<file path="config.mk">
export PLATFORM = sky130hd
export DESIGN_NAME = blinky_top
export DESIGN_NICKNAME = d
export VERILOG_FILES = /design/src/verilog/blinky_pkg.sv /design/src/verilog/axil_skidbuf.sv /design/src/verilog/blink_gen.sv /design/src/verilog/blinky_regs.sv /design/src/verilog/blinky_top.sv
export VERILOG_INCLUDE_DIRS = /design/src /design/src/verilog
export SDC_FILE = /design/constraint.sdc
export NUM_CORES = 1
export LEC_CHECK = 0
export ABC_AREA = 1
export BUFFER_PORTS_ARGS = -buffer_cell sky130_fd_sc_hd__buf_2
export CORE_ASPECT_RATIO = 0.75
export CORE_MARGIN = 3
export CORE_UTILIZATION = 55
export DETAILED_ROUTE_END_ITERATION = 8
export GPL_TIMING_DRIVEN = 0
export PLACE_DENSITY = 0.83
export SETUP_SLACK_MARGIN = 0.4
export SYNTH_ARGS = -nofsm -noshare
export SYNTH_HDL_FRONTEND = slang
export SYNTH_SLANG_ARGS = --single-unit
export TNS_END_PERCENT = 100
</file>
<file path="constraint.sdc">
create_clock -name clk -period 5 [get_ports clk]
set_clock_uncertainty 0.2 [all_clocks]
set_input_delay 0.25 -clock clk [delete_from_list [all_inputs] [get_ports clk]]
set_output_delay 0.25 -clock clk [all_outputs]
set_load 0.02 [all_outputs]
</file>
<file path="src/verilog/blinky_params.svh">
`ifndef BLINKY_PARAMS_SVH
`define BLINKY_PARAMS_SVH

// bus widths of the control port
`define BLINKY_ADDR_W 8
`define BLINKY_DATA_W 32

// register map
`define BLINKY_REG_FLAGS 8'h00
`define BLINKY_REG_SHIFT 8'h01
`define BLINKY_REG_FREQ  8'h02
`define BLINKY_REG_COUNT 8'h03

// reset value of the clock shift register
`define BLINKY_DEFAULT_SHIFT 1

// clock frequency in cycles per second, used unless overridden
`define BLINKY_CLK_FREQ_DEFAULT 100_000_000

`endif

</file>
<file path="src/verilog/blinky_pkg.sv">
`include "blinky_params.svh"

package blinky_pkg;

  // AXI response codes, EXOKAY is never returned by this slave
  typedef enum logic [1:0] {
    OKAY   = 2'b00,
    SLVERR = 2'b10,
    DECERR = 2'b11
  } axil_resp_t;

  typedef logic [`BLINKY_ADDR_W-1:0] blinky_addr_t;
  typedef logic [`BLINKY_DATA_W-1:0] blinky_data_t;

  // W channel beat as carried through the skid buffer
  typedef struct packed {
    logic [`BLINKY_DATA_W/8-1:0] strb;
    blinky_data_t                data;
  } blinky_wr_t;

  // layout matches data bits 1:0 of register 0x00
  typedef struct packed {
    logic blink;
    logic enable;
  } blinky_flags_t;

endpackage

</file>
<file path="src/verilog/axil_skidbuf.sv">
`timescale 1ns/100ps

module axil_skidbuf #(
  parameter type T = logic
) (
  input  logic clk,
  input  logic rst_n,

  // upstream side
  input  logic i_valid,
  input  T     i_data,
  output logic o_ready,

  // downstream side
  output logic o_valid,
  output T     o_data,
  input  logic i_ready
);

  logic spill_valid;
  logic spill_valid_next;
  T     spill_data;

  // a beat is taken from upstream but the consumer is not ready
  logic spill_load;

  // --------------------------------------------------------------------------
  // output mux
  // --------------------------------------------------------------------------

  // the spilled beat is older, so it always goes out first
  assign o_valid = spill_valid || (i_valid && o_ready);
  assign o_data  = spill_valid ? spill_data : i_data;

  assign spill_load = !spill_valid && i_valid && o_ready && !i_ready;

  always_comb begin
    spill_valid_next = spill_valid;
    if (spill_valid && i_ready) begin
      spill_valid_next = 1'b0;
    end else if (spill_load) begin
      spill_valid_next = 1'b1;
    end
  end

  // --------------------------------------------------------------------------
  // state
  // --------------------------------------------------------------------------

  // o_ready is a flop, so it lags the spill state by one edge only
  // right after reset, where it comes up low
  always_ff @(posedge clk) begin
    if (!rst_n) begin
      spill_valid <= 1'b0;
      o_ready     <= 1'b0;
    end else begin
      spill_valid <= spill_valid_next;
      o_ready     <= !spill_valid_next;
    end
  end

  always_ff @(posedge clk) begin
    if (spill_load) begin
      spill_data <= i_data;
    end
  end

endmodule

</file>
<file path="src/verilog/blink_gen.sv">
`timescale 1ns/100ps

`include "blinky_params.svh"

module blink_gen #(
  parameter int unsigned CLK_FREQ = `BLINKY_CLK_FREQ_DEFAULT
) (
  input  logic                      clk,
  input  logic                      rst_n,
  input  blinky_pkg::blinky_flags_t i_flags,
  input  blinky_pkg::blinky_data_t  i_clk_shift,
  output blinky_pkg::blinky_data_t  o_count,
  output logic                      o_led
);

  import blinky_pkg::*;

  blinky_data_t cnt;
  blinky_data_t cnt_max;
  logic         blinking;

  // --------------------------------------------------------------------------
  // terminal count
  // --------------------------------------------------------------------------

  // shift of zero would mean a full second per phase, treat it as fastest
  assign cnt_max = (i_clk_shift == '0) ? blinky_data_t'(1) :
                   (blinky_data_t'(CLK_FREQ) >> i_clk_shift);

  assign blinking = i_flags.enable && i_flags.blink;

  // --------------------------------------------------------------------------
  // counter and led
  // --------------------------------------------------------------------------

  // one phase lasts cnt_max+1 cycles: cnt runs 0..cnt_max, then wraps
  always_ff @(posedge clk) begin
    if (!rst_n) begin
      cnt   <= '0;
      o_led <= 1'b0;
    end else if (!i_flags.enable) begin
      cnt   <= '0;
      o_led <= 1'b0;
    end else if (!blinking) begin
      // solid mode
      cnt   <= '0;
      o_led <= 1'b1;
    end else if (cnt < cnt_max) begin
      cnt <= cnt + blinky_data_t'(1);
    end else begin
      cnt   <= '0;
      o_led <= ~o_led;
    end
  end

  // host sees the live count, zero when not blinking
  assign o_count = cnt;

endmodule

</file>
<file path="src/verilog/blinky_regs.sv">
`timescale 1ns/100ps

`include "blinky_params.svh"

module blinky_regs #(
  parameter int unsigned CLK_FREQ = `BLINKY_CLK_FREQ_DEFAULT
) (
  input  logic                        clk,
  input  logic                        rst_n,

  // write address
  input  blinky_pkg::blinky_addr_t    i_awaddr,
  input  logic                        i_awvalid,
  output logic                        o_awready,

  // write data
  input  blinky_pkg::blinky_data_t    i_wdata,
  input  logic [`BLINKY_DATA_W/8-1:0] i_wstrb,
  input  logic                        i_wvalid,
  output logic                        o_wready,

  // write response
  output logic                        o_bvalid,
  output blinky_pkg::axil_resp_t      o_bresp,
  input  logic                        i_bready,

  // read address
  input  blinky_pkg::blinky_addr_t    i_araddr,
  input  logic                        i_arvalid,
  output logic                        o_arready,

  // read data
  output logic                        o_rvalid,
  output blinky_pkg::blinky_data_t    o_rdata,
  output blinky_pkg::axil_resp_t      o_rresp,
  input  logic                        i_rready,

  // to and from the blink generator
  output blinky_pkg::blinky_flags_t   o_flags,
  output blinky_pkg::blinky_data_t    o_clk_shift,
  input  blinky_pkg::blinky_data_t    i_count
);

  import blinky_pkg::*;

  // --------------------------------------------------------------------------
  // write path
  // --------------------------------------------------------------------------

  logic          aw_valid;
  blinky_addr_t  aw_addr;
  logic          w_valid;
  blinky_wr_t    w_in;
  blinky_wr_t    w_beat;
  logic          wr_fire;

  blinky_flags_t flags_next;
  blinky_data_t  shift_next;
  axil_resp_t    bresp_next;

  assign w_in.strb = i_wstrb;
  assign w_in.data = i_wdata;

  axil_skidbuf #(
    .T(blinky_addr_t)
  ) aw_skid_i (
    .clk    (clk),
    .rst_n  (rst_n),
    .i_valid(i_awvalid),
    .i_data (i_awaddr),
    .o_ready(o_awready),
    .o_valid(aw_valid),
    .o_data (aw_addr),
    .i_ready(wr_fire)
  );

  axil_skidbuf #(
    .T(blinky_wr_t)
  ) w_skid_i (
    .clk    (clk),
    .rst_n  (rst_n),
    .i_valid(i_wvalid),
    .i_data (w_in),
    .o_ready(o_wready),
    .o_valid(w_valid),
    .o_data (w_beat),
    .i_ready(wr_fire)
  );

  // address and data pop together, and only when the B slot can take
  // the response on this same edge
  assign wr_fire = aw_valid && w_valid && (!o_bvalid || i_bready);

  always_comb begin
    flags_next = o_flags;
    shift_next = o_clk_shift;
    bresp_next = OKAY;

    if (wr_fire) begin
      // partial writes are refused outright
      if (w_beat.strb != '1) begin
        bresp_next = SLVERR;
      end else begin
        case (aw_addr)
          `BLINKY_REG_FLAGS: flags_next = blinky_flags_t'(w_beat.data[1:0]);
          `BLINKY_REG_SHIFT: shift_next = w_beat.data;
          `BLINKY_REG_FREQ,
          `BLINKY_REG_COUNT: bresp_next = SLVERR;
          default:           bresp_next = DECERR;
        endcase
      end
    end
  end

  always_ff @(posedge clk) begin
    if (!rst_n) begin
      o_bvalid    <= 1'b0;
      o_flags     <= '0;
      o_clk_shift <= `BLINKY_DEFAULT_SHIFT;
    end else begin
      o_bvalid    <= wr_fire || (o_bvalid && !i_bready);
      o_flags     <= flags_next;
      o_clk_shift <= shift_next;
    end
  end

  always_ff @(posedge clk) begin
    if (wr_fire) begin
      o_bresp <= bresp_next;
    end
  end

  // --------------------------------------------------------------------------
  // read path
  // --------------------------------------------------------------------------

  logic         ar_valid;
  blinky_addr_t ar_addr;
  logic         rd_fire;
  blinky_data_t rdata_next;
  axil_resp_t   rresp_next;

  axil_skidbuf #(
    .T(blinky_addr_t)
  ) ar_skid_i (
    .clk    (clk),
    .rst_n  (rst_n),
    .i_valid(i_arvalid),
    .i_data (i_araddr),
    .o_ready(o_arready),
    .o_valid(ar_valid),
    .o_data (ar_addr),
    .i_ready(rd_fire)
  );

  assign rd_fire = ar_valid && (!o_rvalid || i_rready);

  always_comb begin
    rdata_next = '0;
    rresp_next = OKAY;
    case (ar_addr)
      `BLINKY_REG_FLAGS: rdata_next = blinky_data_t'(o_flags);
      `BLINKY_REG_SHIFT: rdata_next = o_clk_shift;
      `BLINKY_REG_FREQ:  rdata_next = blinky_data_t'(CLK_FREQ);
      `BLINKY_REG_COUNT: rdata_next = i_count;
      default:           rresp_next = DECERR;
    endcase
  end

  always_ff @(posedge clk) begin
    if (!rst_n) begin
      o_rvalid <= 1'b0;
    end else begin
      o_rvalid <= rd_fire || (o_rvalid && !i_rready);
    end
  end

  // read data is captured at accept time, not while the response waits
  always_ff @(posedge clk) begin
    if (rd_fire) begin
      o_rdata <= rdata_next;
      o_rresp <= rresp_next;
    end
  end

endmodule

</file>
<file path="src/verilog/blinky_top.sv">
`timescale 1ns/100ps

`include "blinky_params.svh"

module blinky_top #(
  parameter int unsigned CLK_FREQ = `BLINKY_CLK_FREQ_DEFAULT
) (
  input  logic                        clk,
  input  logic                        rst_n,

  // AXI-Lite control port
  input  blinky_pkg::blinky_addr_t    i_awaddr,
  input  logic                        i_awvalid,
  output logic                        o_awready,
  input  blinky_pkg::blinky_data_t    i_wdata,
  input  logic [`BLINKY_DATA_W/8-1:0] i_wstrb,
  input  logic                        i_wvalid,
  output logic                        o_wready,
  output logic                        o_bvalid,
  output blinky_pkg::axil_resp_t      o_bresp,
  input  logic                        i_bready,
  input  blinky_pkg::blinky_addr_t    i_araddr,
  input  logic                        i_arvalid,
  output logic                        o_arready,
  output logic                        o_rvalid,
  output blinky_pkg::blinky_data_t    o_rdata,
  output blinky_pkg::axil_resp_t      o_rresp,
  input  logic                        i_rready,

  output logic                        o_led
);

  import blinky_pkg::*;

  blinky_flags_t flags;
  blinky_data_t  clk_shift;
  blinky_data_t  count;

  blinky_regs #(
    .CLK_FREQ(CLK_FREQ)
  ) regs_i (
    .clk        (clk),
    .rst_n      (rst_n),
    .i_awaddr   (i_awaddr),
    .i_awvalid  (i_awvalid),
    .o_awready  (o_awready),
    .i_wdata    (i_wdata),
    .i_wstrb    (i_wstrb),
    .i_wvalid   (i_wvalid),
    .o_wready   (o_wready),
    .o_bvalid   (o_bvalid),
    .o_bresp    (o_bresp),
    .i_bready   (i_bready),
    .i_araddr   (i_araddr),
    .i_arvalid  (i_arvalid),
    .o_arready  (o_arready),
    .o_rvalid   (o_rvalid),
    .o_rdata    (o_rdata),
    .o_rresp    (o_rresp),
    .i_rready   (i_rready),
    .o_flags    (flags),
    .o_clk_shift(clk_shift),
    .i_count    (count)
  );

  blink_gen #(
    .CLK_FREQ(CLK_FREQ)
  ) gen_i (
    .clk        (clk),
    .rst_n      (rst_n),
    .i_flags    (flags),
    .i_clk_shift(clk_shift),
    .o_count    (count),
    .o_led      (o_led)
  );

endmodule

</file>
Word level (Yosys, flattened, before mapping)
Index checks and enable logic that the tools add are counted.
- input bits: 59
- latch bits: 0
- memories: 0
- memory bits (writable): 0
- logic and storage cells: 98
- ROM bits: 0
- register bits after elaboration: 163
- multiply operators: 0
- div/mod/pow operators: 0
- reduce and logical (&&, ||, !) cells: 50
- shift operators: 1
- equality and inequality tests: 8
- $lt $le $gt $ge: 1
- add/sub/neg operators: 1
- multiplexer cells: 15
- bitwise operators: 2
- operators by type and width (cell ; number):
    $pmux W32 S4 ; 1
    $mux W36 ; 1
    $add A32 B1 Y32 const B ; 1
    $eq A8 B2 Y1 const B ; 4
    $logic_not A32 Y1 ; 1
    $lt A32 B32 Y1 ; 1
    $mux W32 ; 1
    $shr A27 B32 Y32 const A ; 1
    $logic_and A1 B1 Y1 ; 21
    $eq A8 B1 Y1 const B ; 2
    $logic_not A8 Y1 ; 2
    $mux W8 ; 2
    $logic_not A1 Y1 ; 12
    $mux W1 ; 8
    $logic_or A1 B1 Y1 ; 7
    $reduce_and A3 Y1 ; 2
    $ne A4 B4 Y1 const B ; 1
    $pmux W2 S2 ; 1
    $reduce_and A4 Y1 ; 1
    $reduce_or A2 Y1 ; 2
    $reduce_or A4 Y1 ; 1
    $mux W2 ; 1
    $ne A2 B2 Y1 const B ; 1
    $not A1 Y1 ; 2
    $reduce_and A2 Y1 ; 1

Longest topological paths before layout
Gate-level depths: netlist (run 1).
- word-level depth: 9
- depth in mapped cells: 27
- mapped depth without buffers: 27

Modules after synthesis
Synthesis (run 1) repeated with hierarchy kept, for this count alone.
- cells, all modules: 1089
- area total of the unflattened synthesis: 8749.6 um2
- by module, submodules not included (module ; area an instance (um2) ; instances ; cells an instance ; sequential area each (um2)):
    blinky_regs ; 3338.2 ; 1 ; 418 ; 1771.7
    blink_gen ; 2902.8 ; 1 ; 421 ; 660.6
    axil_skidbuf (regs_i.w_skid_i) ; 1630.3 ; 1 ; 162 ; 1121.1
    axil_skidbuf (regs_i.ar_skid_i ...) ; 439.2 ; 2 ; 44 ; 280.3

Worst setup path before layout (run 1)
No wires, ideal clock.
- kind: reg-to-reg
- start point: reg regs_i.o_clk_shift[18]
- end point: reg gen_i.cnt[17], in the netlist gen_i.o_count[17]
- data arrival time: 3149 ps
- path slack: 1585 ps
- stages on the path, launching flop included: 25
- cell sequence: dfxtp_1 -> nor2_1 -> nand2_1 -> nor2_1 -> nand2_1 -> nor2_4 -> inv_1 -> nor2_1 -> inv_1 -> nor2_1 -> inv_1 -> nor2_1 -> o21ai_0 -> or2_2 -> ha_1 -> a21oi_1 -> o21ai_0 -> nand3_1 -> nand2_1 -> nand2_1 -> a21oi_1 -> nor3_1 -> nand3_4 -> buf_6 -> a21oi_2
- longest elaborated chain between the ends: 4
- elaborated cells between the ends (all ways): 5
- classes of those cells: order compare (1); shift (1); mux (1); reduce/logical (2)
- RTL lines (item ; line ; source):
    start: declaration ; blinky_regs.sv:40 ; output blinky_pkg::blinky_data_t o_clk_shift,
    start signal: assignment ; blinky_regs.sv:119 ; o_clk_shift <= `BLINKY_DEFAULT_SHIFT;
    start signal: assignment ; blinky_regs.sv:123 ; o_clk_shift <= shift_next;
    $shr A27 B32 Y32 / $logic_not A32 Y1 (equally long branches) ; blink_gen.sv:28, blink_gen.sv:27 ;
    $mux W32 (*) ; blink_gen.sv:27 ; assign cnt_max = (i_clk_shift == '0) ? blinky_data_t'(1) :
    $lt A32 B32 Y1 (*) ; blink_gen.sv:48 ; end else if (cnt < cnt_max) begin
    $reduce_and A4 Y1 (no source line) (*) ; -- ;
    end signal: assignment ; blink_gen.sv:49 ; cnt <= cnt + blinky_data_t'(1);
    end: declaration ; blink_gen.sv:18 ; blinky_data_t cnt;
Mark *: on every way between the ends. The rest lies on a longest branch, timed or not.
A chain may end at the register's enable or synchronous reset.

Worst setup path after layout (run 1)
- start point: reg regs_i.o_clk_shift[31]
- end point: reg gen_i.cnt[0], in the netlist gen_i.o_count[0]
Same word-level chain as after synthesis.

==> impl_results.rst, run 1 <==
.. list-table::
   :header-rows: 1

   * - Metric
     - Value
   * - Period utilisation layout
     - 0.8582
   * - Cell Area, Placed
     - 8429 um^2
   * - Endpoint kind of the worst setup timing path
     - register
   * - Post-detailed-route DRC marker count
     - 0
   * - Total leakage power
     - 0.003946 uW
   * - Initial antenna violation count
     - 0
   * - Asr flop ratio synth
     - 0
   * - Number of levels the H-tree was split into
     - 4
   * - Synth Flop Type
     - edfxtp_1
   * - Worst setup path class
     - reg2reg
   * - # setup viols final
     - 0
   * - Clock latency on the worst-skew pair
     - 0.43 ns
   * - Number of nets with antenna violations after routing
     - 0
   * - Sequential-to-total area share from yosys stat
     - 0.5340
   * - Status
     - completed
   * - Highest Signal Layer
     - met4
   * - Total Nets Final
     - 1,136
   * - Width of the chip
     - 142.7 um
   * - Routed via count
     - 7,098
   * - Wire length the detailed router placed on met1
     - 9.719 mm
   * - RR Startpoint
     - regs_i.o_clk_shift[31]$_SDFFE_PN0P_
   * - Final Slew Violations
     - 0
   * - Count of flip-flops with a built-in enable after synthesis
     - 87
   * - Standard-cell row count
     - 36
   * - Count of warnings emitted by yosys
     - 0
   * - Placed Instances
     - 1,138
   * - Overall die area
     - 15,480 um^2
   * - Largest net degree at the start of global routing
     - 37
   * - Starting density of the core
     - 0.5778
   * - Gate Count Post-Synth
     - 864
   * - Number of buffers added by the clock tree synthesis step
     - 17
   * - Final standard cell utilization of the core
     - 0.7271
   * - Final-layout setup total negative slack
     - 0 ns
   * - Setup crit start
     - regs_i.o_clk_shift[31]$_SDFFE_PN0P_
   * - GPL Wtd Cong
     - 0.9591
   * - Area growth from synthesis to final layout
     - 25.84%
   * - First-pass GRT wire length
     - 34.67 mm
   * - Number of global-route vias before repair
     - 6,679
   * - Setup repair after global routing missed its margin
     - false
   * - Post-synth top cells
     - nand2_1, nor2_1, edfxtp_1, inv_1, dfxtp_1
   * - TritonCTS clock tree
     - built
   * - Wire length reported by the detailed router
     - 22.37 mm
   * - Startpoint type of the worst setup path
     - register
   * - Met2 wire len
     - 9.762 mm
   * - Hold violation count in the final report
     - 0
   * - Required arrival time at the worst endpoint
     - 5.15 ns
   * - Maximum clock frequency
     - 233.1 MHz
   * - Total routing resource utilization after global routing
     - 0.2906
   * - Total power divided by cell area
     - 311.4 nW/um^2
   * - IR Drop Worst-Case VDD
     - 0.2433 mV
   * - Met3 Wirelength
     - 2.337 mm
   * - Gr ovfl total
     - 0
   * - Fraction of layout cells with a size suffix above 1
     - 0.1543
   * - Most area-hungry cell type in the Yosys netlist
     - edfxtp_1
   * - Core region area
     - 13,330 um^2
   * - Worst path arrival time
     - 4.45 ns
   * - Count of non-filler cells in the finished layout
     - 1,234
   * - Number of clock sinks seen by CTS
     - 162
   * - Maximum buffer depth of the clock tree
     - 2
   * - Number of buffers inserted by port buffering
     - 100
   * - Half-perimeter wire length after placement
     - 15.06 mm
   * - Top cells by area in the synthesized netlist
     - edfxtp_1, dfxtp_1, nand2_1, ha_1, nor2_1
   * - Number of iterations in the first detailed-routing pass
     - 8
   * - Average footprint of a synthesized cell
     - 8.916 um^2
   * - Wire length per cell
     - 18.13 um
   * - Post-CTS clock slew at the launch and capture registers of the worst setup and hold paths
     - 0.06 ns
   * - Number of design-rule violations left by the first detailed-router iteration
     - 923
   * - Finished layout cell area
     - 9694 um^2
   * - Post-synth cell types
     - 42
   * - Syn Std Cell Area
     - 7704 um^2
   * - Worst slew slack as a fraction of its limit
     - 0.4403
   * - Yosys top cell area share
     - 0.3391
   * - Final critical path time including I/O delays and setup
     - 4.291 ns
   * - Maximum Capacitance Violations
     - 0
   * - Cell at the root of the clock tree
     - clkbuf_16
   * - Post-synthesis register bit count
     - 162
   * - Height of the die
     - 108.5 um
   * - Worst Path Max Fanout
     - 10
   * - Via/cell ratio
     - 5.752
   * - Startpoint of the worst hold path
     - gen_i.o_count[0]$_SDFF_PN0_
   * - Most frequent cell after synthesis
     - nand2_1
   * - I/O pin count
     - 101
   * - Antenna diode instance count
     - 0
   * - Hold crit path type
     - reg2reg
   * - Worst slew pin tran
     - 0.8383 ns
==> routing by layer <==
metal,up-vias,track usage
li1,3352,-
met1,3278,0.3963
met2,411,0.4484
met3,57,0.09019
met4,0,0.08752
met5,-,0
==> stage by stage <==
stage	hold slack, ns	setup slack, ns	total power (uW)
after floorplan	0.1489	1.585	1577
after detailed placement	0.2382	0.5598	1650
final	0.2760	0.7091	3019
after global routing	0.2955	0.4420	3101
after global placement	0.2297	0.5058	1644
after CTS	0.2799	0.5362	3009
==> sequential cells by signal, indices dropped and copies added (netlist names), 2 cells and up <==
| name | count |
|---|---|
| regs_i.ar_skid_i.spill_data | 8 |
| regs_i.aw_skid_i.spill_data | 8 |
| gen_i.o_count | 32 |
| regs_i.o_clk_shift | 32 |
| regs_i.o_rdata | 32 |
| regs_i.o_flags | 2 |
| regs_i.o_bresp | 2 |
| regs_i.w_skid_i.spill_data | 36 |
==> critical path: stages (launching register included) <==
cell and delay (ns):
dfxtp_1 0.37, nor2_1 0.12, nand2_1 0.05, nor2_1 0.23, nand2_1 0.14, nor2_4 0.25, inv_1 0.16, nor2_1 0.11
inv_1 0.11, nor2_1 0.10, inv_1 0.08, nor2_1 0.13, o21ai_0 0.20, or2_2 0.37, ha_1 0.30, a21oi_1 0.15
o21ai_0 0.10, nand3_1 0.08, nand2_1 0.05, nand2_1 0.06, a21oi_1 0.09, nor3_4 0.24, nand3_4 0.22, buf_6 0.21
nor2_1 0.10
==> what timing repair did <==
action	CTS	global route
endpoints found under the setup margin	0	29
hold endpoints to repair	90	0
hold buffers	59	0
setup buffers	0	4
resized for setup	0	2
==> power breakdown <==
group	internal (uW)	total [uW]	leakage [uW]	switching (uW)
sequential	1450	1460	0.00140	14.9
combinational	82.4	212	0.00226	129
clock	795	1350	0.000293	551
total	2320	3020	0.00395	695
==> cells by family (layout without fill, tap and decap cells) <==
group                      count (synthesis)  count (layout)  share of synthesized area
xor gates and xnor gates                  16              16                    0.01819
AOI/OAI and AO/OA                        173             173                     0.1363
buffers and inverters                    123             319                    0.06253
muxes                                      1               1                   0.001299
DFF                                      162             162                     0.5340
other                                      2               5                  0.0009749
adders and majority gates                 27              27                    0.04385
and+or+nand+nor                          360             360                     0.2029
==> area by class of cell <==
type | count | area (um^2)
well taps | 171 | 214.0
flip-flops and latches | 162 | 4114
repair buffers | 164 | 1149
clock buffers | 18 | 429.2
inverters | 90 | 337.8
multi-input cells | 582 | 3131
clock inverters | 14 | 176.4
plain buffers | 33 | 143.9
fillers | 937 | 3638
==> worst paths after layout <==
| path | cells past startpoint | slack (ns) | end |
|---|---|---|---|
| max | 24 | 0.71 | gen_i.o_count[0]$_SDFF_PN0_ |
| min | 1 | 0.28 | gen_i.o_count[0]$_SDFF_PN0_ |
| max reg2reg | 24 | 0.71 | gen_i.o_count[0]$_SDFF_PN0_ |
| min reg2reg | 1 | 0.28 | gen_i.o_count[0]$_SDFF_PN0_ |
==> layout by cell type (no fill, tap or decap), types with 3 or more instances in the layout <==
cell type      netlist  routed
or2_2                4       4
buf_2                1     101
buf_4                1       5
o211ai_1            10      10
o21ai_0             63      63
nor3_1              13      12
clkbuf_16            0      17
dlygate4sd3_1        0      59
nand2_1            188     188
o221ai_1            10      10
conb_1               2       5
a21oi_1             31      31
inv_6                0       4
nand3_1             26      26
clkinv_1             2       4
edfxtp_1            87      87
ha_1                27      27
clkbuf_1            29      30
nand3_2              4       4
nor4_1               6       6
nor3b_1              3       3
xor2_1              14      14
dfxtp_1             75      75
o31ai_1              3       3
a31oi_1             32      32
a211oi_1             3       3
inv_1               87      85
bufinv_16            0       3
nor2_2               4       4
o22ai_1              6       6
nor2_1              88      88
nor3_2               4       4
nand4_1             17      17
a22o_1               9       9
Power figures use the tool's default switching activity.
==> inputs of run 2 (changes only) <==
- BUFFER_PORTS_ARGS: -buffer_cell sky130_fd_sc_hd__buf_2 -> default
- DONT_BUFFER_PORTS: default -> 1
- PLACE_DENSITY: 0.83 -> 0.76
==> impl_results.rst, run 2 (same netlist as run 1, synthesis figures left out) <==
.. list-table::
   :header-rows: 1

   * - Metric
     - Value
   * - Worst slew slack as a fraction of its limit
     - 0.4711
   * - Total routing resource utilization after global routing
     - 0.2785
   * - Minimum hold slack
     - 0.03814 ns
   * - Worst path arrival time
     - 4.50 ns
   * - Period utilisation layout
     - 0.8704
   * - Fraction of layout cells with a size suffix above 1
     - 0.06250
   * - Setup repair after global routing missed its margin
     - false
   * - Initial antenna violation count
     - 0
   * - Number of levels the H-tree was split into
     - 4
   * - Reg with most FFs
     - regs_i.w_skid_i.spill_data
   * - Area growth from synthesis to final layout
     - 18.86%
   * - TritonCTS clock tree
     - built
   * - Wire length reported by the detailed router
     - 21.07 mm
   * - Most frequent cells in the layout
     - nand2_1, nor2_1, edfxtp_1
   * - Wire length per cell
     - 18.63 um
   * - Clk pwr share
     - 0.446
   * - Antenna diode instance count
     - 0
   * - Count of non-filler cells in the finished layout
     - 1,131
   * - Largest net degree at the start of global routing
     - 37
   * - Most common cell after layout, fill and taps aside
     - nand2_1
   * - Clock latency on the worst-skew pair
     - 0.43 ns
   * - # setup viols final
     - 0
   * - Area of all sequential standard cells
     - 4114 um^2
   * - Via/cell ratio
     - 5.860
   * - Routing usage on met1
     - 0.3835
   * - Routed via count
     - 6,628
   * - Fraction of power consumed by sequential logic
     - 0.506
   * - Number of nets with antenna violations after routing
     - 0
   * - Worst setup path class
     - reg2reg
   * - Cell at the root of the clock tree
     - clkbuf_16
   * - Standard-cell row count
     - 36
   * - Final Slew Violations
     - 0
   * - Worst setup slack before clock tree synthesis
     - 0.6562 ns
   * - Half-perimeter wire length after placement
     - 14.58 mm
   * - Total leakage power
     - 0.003554 uW
   * - Total Nets Final
     - 1,033
   * - Placed Instances
     - 1,038
   * - Height of the die
     - 108.5 um
   * - Post-detailed-route DRC marker count
     - 0
   * - IR Drop Worst-Case VDD
     - 0.2077 mV
   * - Net switching power of the design
     - 697.2 uW
   * - Fin worst setup slack
     - 0.6479 ns
   * - First-pass GRT wire length
     - 33.31 mm
   * - Maximum buffer depth of the clock tree
     - 2
   * - Final-layout setup total negative slack
     - 0 ns
   * - Hold crit path type
     - in2reg
   * - I/O pin count
     - 101
   * - Total power divided by cell area
     - 320.8 nW/um^2
   * - Filler instances
     - 1,019
   * - Maximum clock frequency
     - 229.8 MHz
   * - Starting density of the core
     - 0.5778
   * - Setup repair bufs after CTS
     - 0
   * - Post-layout total power
     - 2938 uW
   * - Final critical path time including I/O delays and setup
     - 4.352 ns
   * - Post-CTS clock slew at the launch and capture registers of the worst setup and hold paths
     - 0.07 ns
   * - Width of the chip
     - 142.7 um
   * - Required arrival time at the worst endpoint
     - 5.15 ns
   * - Worst Path Max Fanout
     - 10
   * - Max reg flops
     - 36
   * - Hold violation count in the final report
     - 0
   * - Maximum Capacitance Violations
     - 0
   * - Number of buffers inserted by port buffering
     - 0
   * - Startpoint type of the worst setup path
     - register
   * - Switch share
     - 0.2373
   * - Worst slew pin tran
     - 0.7923 ns
   * - Core region area
     - 13,330 um^2
   * - GPL Wtd Cong
     - 0.9715
   * - Endpoint kind of the worst setup timing path
     - register
   * - Status
     - completed
   * - Total internal power
     - 2240 uW
   * - Number of clock sinks seen by CTS
     - 162
   * - Busiest metal layer after global routing
     - met2
   * - Met2 track demand over resource
     - 0.4303
   * - Number of global-route vias before repair
     - 6,438
   * - Number of iterations in the first detailed-routing pass
     - 5
   * - Overall die area
     - 15,480 um^2
   * - Gr ovfl total
     - 0
   * - Number of design-rule violations left by the first detailed-router iteration
     - 686
   * - Number of buffers added by the clock tree synthesis step
     - 17
   * - Routing usage on met3
     - 0.08090
   * - Total area of multi-input combinational cells
     - 3124 um^2
   * - Combinational cell fraction of total power
     - 0.048
==> run 2: cell types whose count changed in the layout (fill, tap and decap cells not counted), sizes merged, moves of 2 or more <==
| cell | previous run | this run |
|---|---|---|
| clkbuf | 47 | 49 |
| clkinvlp | 2 | 0 |
| buf | 109 | 5 |
| inv | 93 | 97 |
| clkinv | 6 | 4 |
| bufinv | 3 | 1 |
==> run 2: worst max-delay path: stages (launching register included) <==
cell and delay (ns):
dfxtp_1 0.36, nor2_1 0.12, nand2_1 0.06, nor2_1 0.18
nand2_1 0.13, nor2_4 0.28, inv_1 0.18, nor2_1 0.12
inv_1 0.12, nor2_1 0.10, inv_1 0.08, nor2_1 0.12
o21ai_0 0.18, or2_2 0.35, ha_1 0.29, a21oi_1 0.15
o21ai_0 0.11, nand3_1 0.09, nand2_1 0.05, nand2_1 0.05
a21oi_1 0.07, nor3_2 0.29, nand3_4 0.24, buf_6 0.21
nor2_1 0.13
==> run 2: final cells by class <==
| type | count | share of cell area |
|---|---|---|
| well taps | 171 | 0.02337 |
| repair buffers | 61 | 0.06860 |
| clock buffers | 20 | 0.05001 |
| plain buffers | 33 | 0.01571 |
| inverters | 90 | 0.03690 |
| flip-flops and latches | 162 | 0.4493 |
| clock inverters | 12 | 0.01489 |
| multi-input cells | 582 | 0.3412 |
==> run 2: through the flow <==
stage	area [um^2]	utilization
after global placement	7929	0.5947
after floorplan	7715	-
final	9156	0.6867
after CTS	9124	0.6843
after global routing	9156	0.6867
after detailed placement	7929	0.5947
==> run 2: repair_timing <==
item,4_1_cts,5_1_grt
hold buffers,60,0
gates resized for setup,0,1
hold endpoints to repair,98,0
endpoints found under the setup margin,0,28
==> run 2: power by group through the flow <==
stage	combinational, uW	sequential, uW	clock, uW
floorplan	67.9	1510	0
global placement	88.0	1510	0
detailed placement	89.1	1510	0
CTS	133	1490	1310
global route	158	1490	1370
finish	142	1490	1310
==> run 2: final timing paths <==
kind                                                     startpoint  slack (ns)  cells after the start                                        to
worst min-delay path                                      i_arvalid        0.04                      2  regs_i.ar_skid_i.spill_data[1]$_DFFE_PP_
worst max register to register  regs_i.o_clk_shift[31]$_SDFFE_PN0P_        0.65                     24              gen_i.o_count[16]$_SDFF_PN0_
worst min register to register          gen_i.o_count[0]$_SDFF_PN0_        0.27                      1               gen_i.o_count[0]$_SDFF_PN0_
worst max-delay path            regs_i.o_clk_shift[31]$_SDFFE_PN0P_        0.65                     24              gen_i.o_count[16]$_SDFF_PN0_
==> run 2: per-layer routing <==
layer,vias up,part of all wire
li1,3151,-
met5,-,0
met3,32,0.11
met1,3088,0.44
met2,357,0.44
met4,0,0.017
